`config.mk`:
```
export PLATFORM = sky130hd
export DESIGN_NAME = glb_cfg_chain
export DESIGN_NICKNAME = d
export VERILOG_FILES = /design/src/hdl/glb_cfg_pkg.sv /design/src/hdl/glb_tile_cfg_regs.sv /design/src/hdl/glb_tile_cfg_ctrl.sv /design/src/hdl/glb_tile.sv /design/src/hdl/glb_cfg_chain.sv
export SDC_FILE = /design/constraint.sdc
export NUM_CORES = 2
export LEC_CHECK = 0
export ABC_AREA = 1
export BUFFER_PORTS_ARGS = -buffer_cell sky130_fd_sc_hd__buf_4
export CAP_MARGIN = 20
export CORE_MARGIN = 2
export CORE_UTILIZATION = 25
export CTS_BUF_LIST = sky130_fd_sc_hd__clkbuf_2
export DETAILED_ROUTE_END_ITERATION = 16
export GPL_TIMING_DRIVEN = 0
export PLACE_DENSITY = 0.46
export SLEW_MARGIN = 20
export SYNTH_ARGS = -nofsm -noshare
export SYNTH_HDL_FRONTEND = slang
export SYNTH_SLANG_ARGS = --single-unit
```
`constraint.sdc`:
```
create_clock -name clk -period 43.6 [get_ports clk]
set_input_delay 8.72 -clock clk [delete_from_list [all_inputs] [get_ports clk]]
set_output_delay 8.72 -clock clk [all_outputs]
set_load 0.05 [all_outputs]
```
`src/hdl/glb_cfg_pkg.sv`:
```
/*
 * shared widths, address layout and request/response structs of the config chain
 * imported by every module of the global buffer config network
 */
package glb_cfg_pkg;

    // configuration data word and request address
    localparam int CFG_DATA_WIDTH = 32;
    localparam int CFG_ADDR_WIDTH = 16;

    // byte offset bits below the register field, ignored by decode
    localparam int CFG_BYTE_OFFSET = 2;

    // tile select sits directly above the register field
    localparam int TILE_SEL_WIDTH = 4;

    // request travelling west to east
    // clock enables are levels, wr_en and rd_en are one-cycle strobes
    typedef struct packed {
        logic                      wr_clk_en;
        logic                      wr_en;
        logic [CFG_ADDR_WIDTH-1:0] wr_addr;
        logic [CFG_DATA_WIDTH-1:0] wr_data;
        logic                      rd_clk_en;
        logic                      rd_en;
        logic [CFG_ADDR_WIDTH-1:0] rd_addr;
    } cfg_req_t;

    // read response travelling east to west
    // rd_data is qualified by the one-cycle valid strobe
    typedef struct packed {
        logic                      rd_data_valid;
        logic [CFG_DATA_WIDTH-1:0] rd_data;
    } cfg_rsp_t;

endpackage

```
`src/hdl/glb_tile_cfg_regs.sv`:
```
/*
 * per-tile register block with NUM_REGS read/write registers
 * reads take two cycles and end in ack with data or nack with zero
 */
`timescale 1ns/1ps

module glb_tile_cfg_regs #(
    parameter int REG_ADDR_WIDTH = 6,
    parameter int NUM_REGS       = 8
) (
    input  logic                                     clk,
    input  logic                                     reset,
    input  logic                                     pio_write,
    input  logic                                     pio_read,
    input  logic [REG_ADDR_WIDTH-1:0]                pio_address,
    input  logic [glb_cfg_pkg::CFG_DATA_WIDTH-1:0]   pio_write_data,
    output logic [glb_cfg_pkg::CFG_DATA_WIDTH-1:0]   pio_read_data,
    output logic                                     pio_ack,
    output logic                                     pio_nack
);
    import glb_cfg_pkg::*;

    localparam int IDX_WIDTH = (NUM_REGS > 1) ? $clog2(NUM_REGS) : 1;

    logic [CFG_DATA_WIDTH-1:0] regs [NUM_REGS];
    logic [IDX_WIDTH-1:0]      reg_idx;
    logic                      addr_hit;

    // first read stage
    logic                      rd_valid_s1;
    logic                      rd_hit_s1;
    logic [CFG_DATA_WIDTH-1:0] rd_data_s1;

    assign reg_idx  = pio_address[IDX_WIDTH-1:0];
    // extra msb keeps NUM_REGS == 2**REG_ADDR_WIDTH from wrapping
    assign addr_hit = ({1'b0, pio_address} < (REG_ADDR_WIDTH + 1)'(NUM_REGS));

    always_ff @(posedge clk or posedge reset) begin
        if (reset) begin
            for (int i = 0; i < NUM_REGS; i++) begin
                regs[i] <= '0;
            end
        end else if (pio_write && addr_hit) begin
            regs[reg_idx] <= pio_write_data;
        end
    end

    always_ff @(posedge clk or posedge reset) begin
        if (reset) begin
            rd_valid_s1 <= 1'b0;
            pio_ack     <= 1'b0;
            pio_nack    <= 1'b0;
        end else begin
            rd_valid_s1 <= pio_read;
            pio_ack     <= rd_valid_s1 & rd_hit_s1;
            pio_nack    <= rd_valid_s1 & ~rd_hit_s1;
        end
    end

    // data path of the read pipeline, zeroed on a miss in the first stage
    always_ff @(posedge clk) begin
        if (pio_read) begin
            rd_hit_s1  <= addr_hit;
            rd_data_s1 <= addr_hit ? regs[reg_idx] : '0;
        end
        if (rd_valid_s1) begin
            pio_read_data <= rd_data_s1;
        end
    end

    // the router resolves read/write collisions before they get here
    a_rd_wr_excl: assert property (@(posedge clk) disable iff (reset)
        !(pio_read && pio_write))
        else $error("register block sees read and write together");

endmodule

```
`src/hdl/glb_tile_cfg_ctrl.sv`:
```
/*
 * per-tile config router: decodes requests for this tile into register strobes,
 * forwards all other requests one tile east and merges read responses westward
 */
`timescale 1ns/1ps

module glb_tile_cfg_ctrl #(
    parameter int TILE_ID        = 0,
    parameter int REG_ADDR_WIDTH = 6
) (
    input  logic                                     clk,
    input  logic                                     reset,
    input  glb_cfg_pkg::cfg_req_t                    cfg_wst_req,
    output glb_cfg_pkg::cfg_req_t                    cfg_est_req,
    input  glb_cfg_pkg::cfg_rsp_t                    cfg_est_rsp,
    output glb_cfg_pkg::cfg_rsp_t                    cfg_wst_rsp,
    output logic                                     pio_write,
    output logic                                     pio_read,
    output logic [REG_ADDR_WIDTH-1:0]                pio_address,
    output logic [glb_cfg_pkg::CFG_DATA_WIDTH-1:0]   pio_write_data,
    input  logic [glb_cfg_pkg::CFG_DATA_WIDTH-1:0]   pio_read_data,
    input  logic                                     pio_ack,
    input  logic                                     pio_nack
);
    import glb_cfg_pkg::*;

    localparam int SEL_LSB = REG_ADDR_WIDTH + CFG_BYTE_OFFSET;
    localparam logic [TILE_SEL_WIDTH-1:0] TILE_SEL = TILE_SEL_WIDTH'(TILE_ID);

    logic wr_match;
    logic rd_match;
    logic rd_en_d1;
    logic rd_en_d2;
    cfg_rsp_t local_rsp;

    // forwarded request, strobes and enables under reset, payload without
    logic                      est_wr_clk_en;
    logic                      est_wr_en;
    logic [CFG_ADDR_WIDTH-1:0] est_wr_addr;
    logic [CFG_DATA_WIDTH-1:0] est_wr_data;
    logic                      est_rd_clk_en;
    logic                      est_rd_en;
    logic [CFG_ADDR_WIDTH-1:0] est_rd_addr;

    assign wr_match = (cfg_wst_req.wr_addr[SEL_LSB +: TILE_SEL_WIDTH] == TILE_SEL);
    assign rd_match = (cfg_wst_req.rd_addr[SEL_LSB +: TILE_SEL_WIDTH] == TILE_SEL);

    // local decode, a write to this tile drops a read in the same cycle
    assign pio_write      = cfg_wst_req.wr_en & wr_match;
    assign pio_read       = cfg_wst_req.rd_en & rd_match & ~pio_write;
    assign pio_write_data = cfg_wst_req.wr_data;
    assign pio_address    = pio_write ? cfg_wst_req.wr_addr[CFG_BYTE_OFFSET +: REG_ADDR_WIDTH]
                                      : cfg_wst_req.rd_addr[CFG_BYTE_OFFSET +: REG_ADDR_WIDTH];

    // read strobe delayed to line up with ack/nack
    always_ff @(posedge clk or posedge reset) begin
        if (reset) begin
            rd_en_d1 <= 1'b0;
            rd_en_d2 <= 1'b0;
        end else begin
            rd_en_d1 <= pio_read;
            rd_en_d2 <= rd_en_d1;
        end
    end

    // local response, data zeroed when idle so the west merge stays clean
    always_ff @(posedge clk or posedge reset) begin
        if (reset) begin
            local_rsp <= '0;
        end else begin
            local_rsp.rd_data_valid <= rd_en_d2 & (pio_ack | pio_nack);
            local_rsp.rd_data       <= (rd_en_d2 & (pio_ack | pio_nack)) ? pio_read_data : '0;
        end
    end

    // strobes go east only under the incoming clock enable
    always_ff @(posedge clk or posedge reset) begin
        if (reset) begin
            est_wr_en <= 1'b0;
            est_rd_en <= 1'b0;
        end else begin
            est_wr_en <= cfg_wst_req.wr_clk_en & cfg_wst_req.wr_en & ~wr_match;
            est_rd_en <= cfg_wst_req.rd_clk_en & cfg_wst_req.rd_en & ~rd_match;
        end
    end

    always_ff @(posedge clk) begin
        if (cfg_wst_req.wr_clk_en && cfg_wst_req.wr_en && !wr_match) begin
            est_wr_addr <= cfg_wst_req.wr_addr;
            est_wr_data <= cfg_wst_req.wr_data;
        end
        if (cfg_wst_req.rd_clk_en && cfg_wst_req.rd_en && !rd_match) begin
            est_rd_addr <= cfg_wst_req.rd_addr;
        end
    end

    // enables copied on the falling edge so the next tile sees them this cycle
    always_ff @(negedge clk or posedge reset) begin
        if (reset) begin
            est_wr_clk_en <= 1'b0;
            est_rd_clk_en <= 1'b0;
        end else begin
            est_wr_clk_en <= cfg_wst_req.wr_clk_en;
            est_rd_clk_en <= cfg_wst_req.rd_clk_en;
        end
    end

    always_comb begin
        cfg_est_req = '{
            wr_clk_en: est_wr_clk_en,
            wr_en:     est_wr_en,
            wr_addr:   est_wr_addr,
            wr_data:   est_wr_data,
            rd_clk_en: est_rd_clk_en,
            rd_en:     est_rd_en,
            rd_addr:   est_rd_addr
        };
    end

    // own response wins over traffic from the east
    always_ff @(posedge clk or posedge reset) begin
        if (reset) begin
            cfg_wst_rsp <= '0;
        end else begin
            cfg_wst_rsp <= local_rsp.rd_data_valid ? local_rsp : cfg_est_rsp;
        end
    end

    // reads must be spaced so a tile never has two responses to merge
    a_rsp_collision: assert property (@(posedge clk) disable iff (reset)
        !(local_rsp.rd_data_valid && cfg_est_rsp.rd_data_valid))
        else $error("tile %0d: local and east read responses collide", TILE_ID);

    // ack and nack from the register block are exclusive
    a_ack_nack_excl: assert property (@(posedge clk) disable iff (reset)
        !(pio_ack && pio_nack))
        else $error("tile %0d: register block raises ack and nack together", TILE_ID);

endmodule

```
`src/hdl/glb_tile.sv`:
```
/*
 * one global buffer tile on the config chain
 * joins the config router to its local register block
 */
`timescale 1ns/1ps

module glb_tile #(
    parameter int TILE_ID        = 0,
    parameter int REG_ADDR_WIDTH = 6,
    parameter int NUM_REGS       = 8
) (
    input  logic                  clk,
    input  logic                  reset,
    input  glb_cfg_pkg::cfg_req_t cfg_wst_req,
    output glb_cfg_pkg::cfg_req_t cfg_est_req,
    input  glb_cfg_pkg::cfg_rsp_t cfg_est_rsp,
    output glb_cfg_pkg::cfg_rsp_t cfg_wst_rsp
);
    import glb_cfg_pkg::*;

    // router to register block
    logic                      pio_write;
    logic                      pio_read;
    logic [REG_ADDR_WIDTH-1:0] pio_address;
    logic [CFG_DATA_WIDTH-1:0] pio_write_data;
    logic [CFG_DATA_WIDTH-1:0] pio_read_data;
    logic                      pio_ack;
    logic                      pio_nack;

    glb_tile_cfg_ctrl #(
        .TILE_ID        (TILE_ID),
        .REG_ADDR_WIDTH (REG_ADDR_WIDTH)
    ) u_cfg_ctrl (
        .clk            (clk),
        .reset          (reset),
        .cfg_wst_req    (cfg_wst_req),
        .cfg_est_req    (cfg_est_req),
        .cfg_est_rsp    (cfg_est_rsp),
        .cfg_wst_rsp    (cfg_wst_rsp),
        .pio_write      (pio_write),
        .pio_read       (pio_read),
        .pio_address    (pio_address),
        .pio_write_data (pio_write_data),
        .pio_read_data  (pio_read_data),
        .pio_ack        (pio_ack),
        .pio_nack       (pio_nack)
    );

    glb_tile_cfg_regs #(
        .REG_ADDR_WIDTH (REG_ADDR_WIDTH),
        .NUM_REGS       (NUM_REGS)
    ) u_cfg_regs (
        .clk            (clk),
        .reset          (reset),
        .pio_write      (pio_write),
        .pio_read       (pio_read),
        .pio_address    (pio_address),
        .pio_write_data (pio_write_data),
        .pio_read_data  (pio_read_data),
        .pio_ack        (pio_ack),
        .pio_nack       (pio_nack)
    );

endmodule

```
`src/hdl/glb_cfg_chain.sv`:
```
/*
 * top of the config network: NUM_TILES tiles chained west to east
 * requests enter at tile 0 and read responses leave from tile 0
 */
`timescale 1ns/1ps

module glb_cfg_chain #(
    parameter int NUM_TILES      = 4,
    parameter int REG_ADDR_WIDTH = 6,
    parameter int NUM_REGS       = 8
) (
    input  logic                  clk,
    input  logic                  reset,
    input  glb_cfg_pkg::cfg_req_t cfg_req,
    output glb_cfg_pkg::cfg_rsp_t cfg_rsp
);
    import glb_cfg_pkg::*;

    // entry k is the west side of tile k
    // the last request entry is the east edge where stray requests end
    cfg_req_t req_chain [NUM_TILES+1];
    cfg_rsp_t rsp_chain [NUM_TILES+1];

    // register and tile fields must fit in the address
    if (REG_ADDR_WIDTH + CFG_BYTE_OFFSET + TILE_SEL_WIDTH > CFG_ADDR_WIDTH) begin : g_bad_addr
        $error("address layout exceeds CFG_ADDR_WIDTH");
    end

    if (NUM_REGS > (1 << REG_ADDR_WIDTH)) begin : g_bad_regs
        $error("NUM_REGS does not fit in the register field");
    end

    assign req_chain[0]         = cfg_req;
    assign rsp_chain[NUM_TILES] = '0;
    assign cfg_rsp              = rsp_chain[0];

    for (genvar k = 0; k < NUM_TILES; k++) begin : g_tile
        glb_tile #(
            .TILE_ID        (k),
            .REG_ADDR_WIDTH (REG_ADDR_WIDTH),
            .NUM_REGS       (NUM_REGS)
        ) u_tile (
            .clk         (clk),
            .reset       (reset),
            .cfg_wst_req (req_chain[k]),
            .cfg_est_req (req_chain[k+1]),
            .cfg_est_rsp (rsp_chain[k+1]),
            .cfg_wst_rsp (rsp_chain[k])
        );
    end

endmodule

```
After elaboration in Yosys (flattened, before gate mapping)
Index checks and enable logic that the tools add are counted.
Operators by class
  $lt $le $gt $ge: 12
  equality and inequality tests: 6
  multiplexer cells: 36
  bitwise logic cells: 58
  reduce and logical (&&, ||, !) cells: 28
Operator list (count)
  $bwmux 256: 4
  $mux 32: 16
  $bmux 32 s3: 4
  $demux 32 s3: 4
  $mux 33: 4
  $and 1x1->1: 36
  $lt 6x4->1 const B: 4
  $mux 6: 4
  $logic_and 1x1->1: 20
  $eq 4x2->1 const B: 4
  $ge 4x4->1 const B: 4
  $lt 4x1->1 const B: 4
  $not 3->4: 4
  $not 1->1: 14
  $eq 4x1->1 const B: 2
  $logic_not 4->1: 2
  $logic_not 1->1: 6
  $or 1x1->1: 4
Storage, ports and cells
  register bits after elaboration: 1742
  input bits: 70
  output and inout bits: 33
  word-level logic and storage cells: 235

Logic depth before layout (Yosys ltp)
  depth in word-level cells: 9
  mapped depth: 12
  mapped depth without buffers: 10

Modules after synthesis
From an unflattened synthesis, not the netlist that was laid out.
Second synthesis, totals
  cells, all modules: 8570
  area total of the unflattened synthesis: 77875.9 sq um
Modules (own cells, without submodules)
  glb_tile_cfg_regs: instances 4, cells each 1763, area each 14577.7 sq um, seq. area each 8433.1 sq um
  glb_tile_cfg_ctrl at g_tile[1].u_tile.u_cfg_ctrl ...: instances 2, cells each 379, area each 4894.7 sq um, seq. area each 3723.6 sq um
  glb_tile_cfg_ctrl at g_tile[0].u_tile.u_cfg_ctrl: instances 1, cells each 381, area each 4888.4 sq um, seq. area each 3723.6 sq um
  glb_tile_cfg_ctrl at g_tile[3].u_tile.u_cfg_ctrl: instances 1, cells each 378, area each 4883.4 sq um, seq. area each 3723.6 sq um
  glb_cfg_chain: instances 1, cells each 1, area each 3.8 sq um, seq. area each 0.0 sq um

==> reports/results.txt <==
status: finished, final reports clean
Worst Setup EP: g_tile[1].u_tile.u_cfg_ctrl.est_wr_clk_en
crit-path most repeated cell: buf_12
pre-CTS setup slack: 12340 ps
clk_skew: 338 ps
post-synthesis sequential area ratio: 0.608
Max transition margin: 0.409
post-synth cell types: 31
Die Wd: 550 um
Final Hold Viols: 0
Seq cells post-synth: 1730
first-pass GRT wire length: 356 mm
routed vias: 55508
DP HPWL: 175 mm
Worst-path clk slew: 90 ps
CP Launch Type: input port
sequential cell area: 45400 um^2
Slew Limit Fails: 0
Peak VDD IR: 0.0217 mV
clk_lat worst skew: 1710 ps
Worst Max-Slew Pin Slew: 884 ps
die area: 303000 um^2
Max Cap Viol: 0
syn_area_per_cell: 9.05 um^2
mapped cell area: 74600 um^2
DR vias/cell: 4.22
initial antenna violation count: 18
unrepaired setup endpoints after global routing: false
count leader, synth: nand2_1
CP cell instances: buf_4 -> clkinvlp_4 -> buf_12 -> buf_12
Rows: 200
Critical-path top delay cell: clkinvlp_4
DIE HEIGHT: 550 um
r2r startpoint: g_tile[0].u_tile.u_cfg_ctrl.est_wr_clk_en
largest stage delay on the critical path: 360 ps
final setup TNS: 0 ps
Multi-input gate area: 21100 um^2
delay-heaviest family, CP: buffers and inverters
Root Buffer: clkbuf_2
I/O Pins: 103
Hold Buf Count CTS: 0
cells on worst reg2reg path: 3
TritonCTS clock tree: yes
EDFF count, synth: 416
TritonRoute pass-1 iters: 6
vias in the first global route: 55764
core area: 297000 um^2
Crit path depth: 4
Synth warnings: 0
Setup CP Type: input port to asynchronous set/reset pin
deepest clock path buffer count: 4
post-CTS setup buffers: 0
Fill cells: 31757
Cells after Synth: 8252
Placer Congestion: 0.834
CTS sink cnt: 1730
WHS: 312 ps
H-tree Lvls: 5
P per Cell Area: 35.2 nW/um^2
Yosys top cell by area: dfrtp_1
CP required: 23490 ps
Pwr Total: 0.00302 W
fin area: 85800 um^2
drt wl/cell: 17.8 um
Inserted Clock Buffers: 458
peak fanout along the critical path: 21
Synth top area share: 0.439
gr usage total: 0.155
hold crit path type: flop to flop
initial drt markers: 3934
CP Launch Point: reset
Worst R2R Setup Slack: 20400 ps
Remaining DRCs: 0
CP endpoint kind: asynchronous set/reset pin
Area contributors post-synth: dfrtp_1 44%, edfxtp_1 17%, nand2_1 13%
placed cell areas: 81600 um^2
Worst Path Buf+Inv: 4
Layout area overhead: 15.0%
crit path DAT: 9660 ps
Commonest cells post-synth: 2677 x nand2_1, 1358 x inv_1, 1310 x dfrtp_1
ANT nets after route: 0
aggregate routed wire length: 235 mm
Mapped Nets: 8322
asr flop ratio synth: 0.760
Setup-failing EPs final: 0
Initial Utilization: 0.251
LEAKAGE: 41.6 nW
share of post-route cells with drive strength above 1: 0.156
ys flop type: dfrtp_1
Overflow after GRT: 0
Setup WS post-layout: 13820 ps
PortBufs: 89
number of nets in the layout: 8931
reg2reg end: g_tile[1].u_tile.u_cfg_ctrl.est_wr_data[12]
post_cts resized: 0
largest net degree at the start of global routing: 36
==> report_power, final <==
group | internal (W) | switching, W | leakage [nW]
clock network | 0.000465 | 0.000695 | 3.27
registers | 0.00167 | 0.0000161 | 22.3
logic | 0.0000483 | 0.000126 | 16.1
total | 0.00218 | 0.000838 | 41.6
==> cell type report <==
class	count	area share
flip-flops and latches	1730	0.529
multi-input cells	4757	0.245
inverters	1362	0.0596
well taps	3939	0.0574
clock buffers	718	0.0419
plain buffers	403	0.0369
repair buffers	149	0.0230
clock inverters	101	0.00677
diodes	8	0.000233
==> sequential cells by signal (all words and copies together) (netlist names), 4 cells and up <==
name / count
g_tile.u_tile.u_cfg_ctrl.est_rd_addr: 30
g_tile.u_tile.u_cfg_regs.pio_ack: 4
g_tile.u_tile.u_cfg_ctrl.rd_en_d1: 4
g_tile.u_tile.u_cfg_regs.pio_read_data: 128
g_tile.u_tile.u_cfg_regs.rd_hit_s1: 4
g_tile.u_tile.u_cfg_regs.regs: 1024
g_tile.u_tile.u_cfg_ctrl.cfg_wst_rsp: 132
g_tile.u_tile.u_cfg_ctrl.est_wr_data: 96
g_tile.u_tile.u_cfg_ctrl.local_rsp: 132
g_tile.u_tile.u_cfg_regs.pio_nack: 4
g_tile.u_tile.u_cfg_ctrl.rd_en_d2: 4
g_tile.u_tile.u_cfg_regs.rd_data_s1: 128
g_tile.u_tile.u_cfg_ctrl.est_wr_addr: 30
==> worst min path at each step <==
stage                                                     from                                             to  slack, ps  cells past startpoint
floorplan            g_tile[0].u_tile.u_cfg_ctrl.est_rd_clk_en      g_tile[1].u_tile.u_cfg_ctrl.est_rd_clk_en        310                      0
global placement     g_tile[0].u_tile.u_cfg_ctrl.est_rd_clk_en      g_tile[1].u_tile.u_cfg_ctrl.est_rd_clk_en        330                      0
detailed placement   g_tile[0].u_tile.u_cfg_ctrl.est_rd_clk_en      g_tile[1].u_tile.u_cfg_ctrl.est_rd_clk_en        330                      0
CTS                 g_tile[2].u_tile.u_cfg_regs.rd_data_s1[11]  g_tile[2].u_tile.u_cfg_regs.pio_read_data[11]        240                      0
global route        g_tile[2].u_tile.u_cfg_regs.rd_data_s1[11]  g_tile[2].u_tile.u_cfg_regs.pio_read_data[11]        290                      0
finish              g_tile[0].u_tile.u_cfg_regs.rd_data_s1[27]  g_tile[0].u_tile.u_cfg_regs.pio_read_data[27]        310                      0
==> cells in the final DEF (no fill, tap or decap), types with 3 or more instances in the layout <==
master      instances
diode_2             8
nand4_1            19
buf_12             44
dfrtn_1             4
o21ai_2            63
o21ai_0            28
buf_2             139
clkbuf_1           46
nand3b_1            3
dfrtp_1          1306
clkbuf_2          718
buf_6             176
nand3_1           515
inv_2              10
nand2_4            45
clkinv_2           14
clkinv_4            6
or2_2               3
nor2_1            392
inv_1            1357
edfxtp_1          416
clkinvlp_4          4
nand3_4             3
a21oi_4             3
nand2_1          2677
o21ai_1           938
buf_16             15
bufinv_16           5
nor3_1              6
nand2_2            18
nor2_4             13
clkinv_1           66
nor2_8             23
buf_4             131
dfrtp_2             4
==> cells by family (layout without fill, tap and decap cells) <==
family | after synthesis | in the layout | synth area share
flops | 1730 | 1730 | 0.608
buf+inv | 1765 | 2733 | 0.111
compound gates | 1033 | 1033 | 0.0724
other cells | 0 | 8 | 0
simple gates | 3724 | 3724 | 0.209
==> per-layer routing <==
metal | GRT usage | share of wire | vias up
li1 | - | - | 26943
met1 | 0.211 | 0.46 | 26699
met2 | 0.248 | 0.46 | 1492
met3 | 0.0259 | 0.050 | 368
met4 | 0.0567 | 0.032 | 6
met5 | 0 | 0.00023 | -
==> stage by stage <==
step                      std cells   util
after floorplan                8252      -
after CTS                     13159  0.289
after global routing          13163  0.289
final                         13167  0.289
after detailed placement      12340  0.275
after global placement        12280  0.270
(Power assumes the default switching activity.)
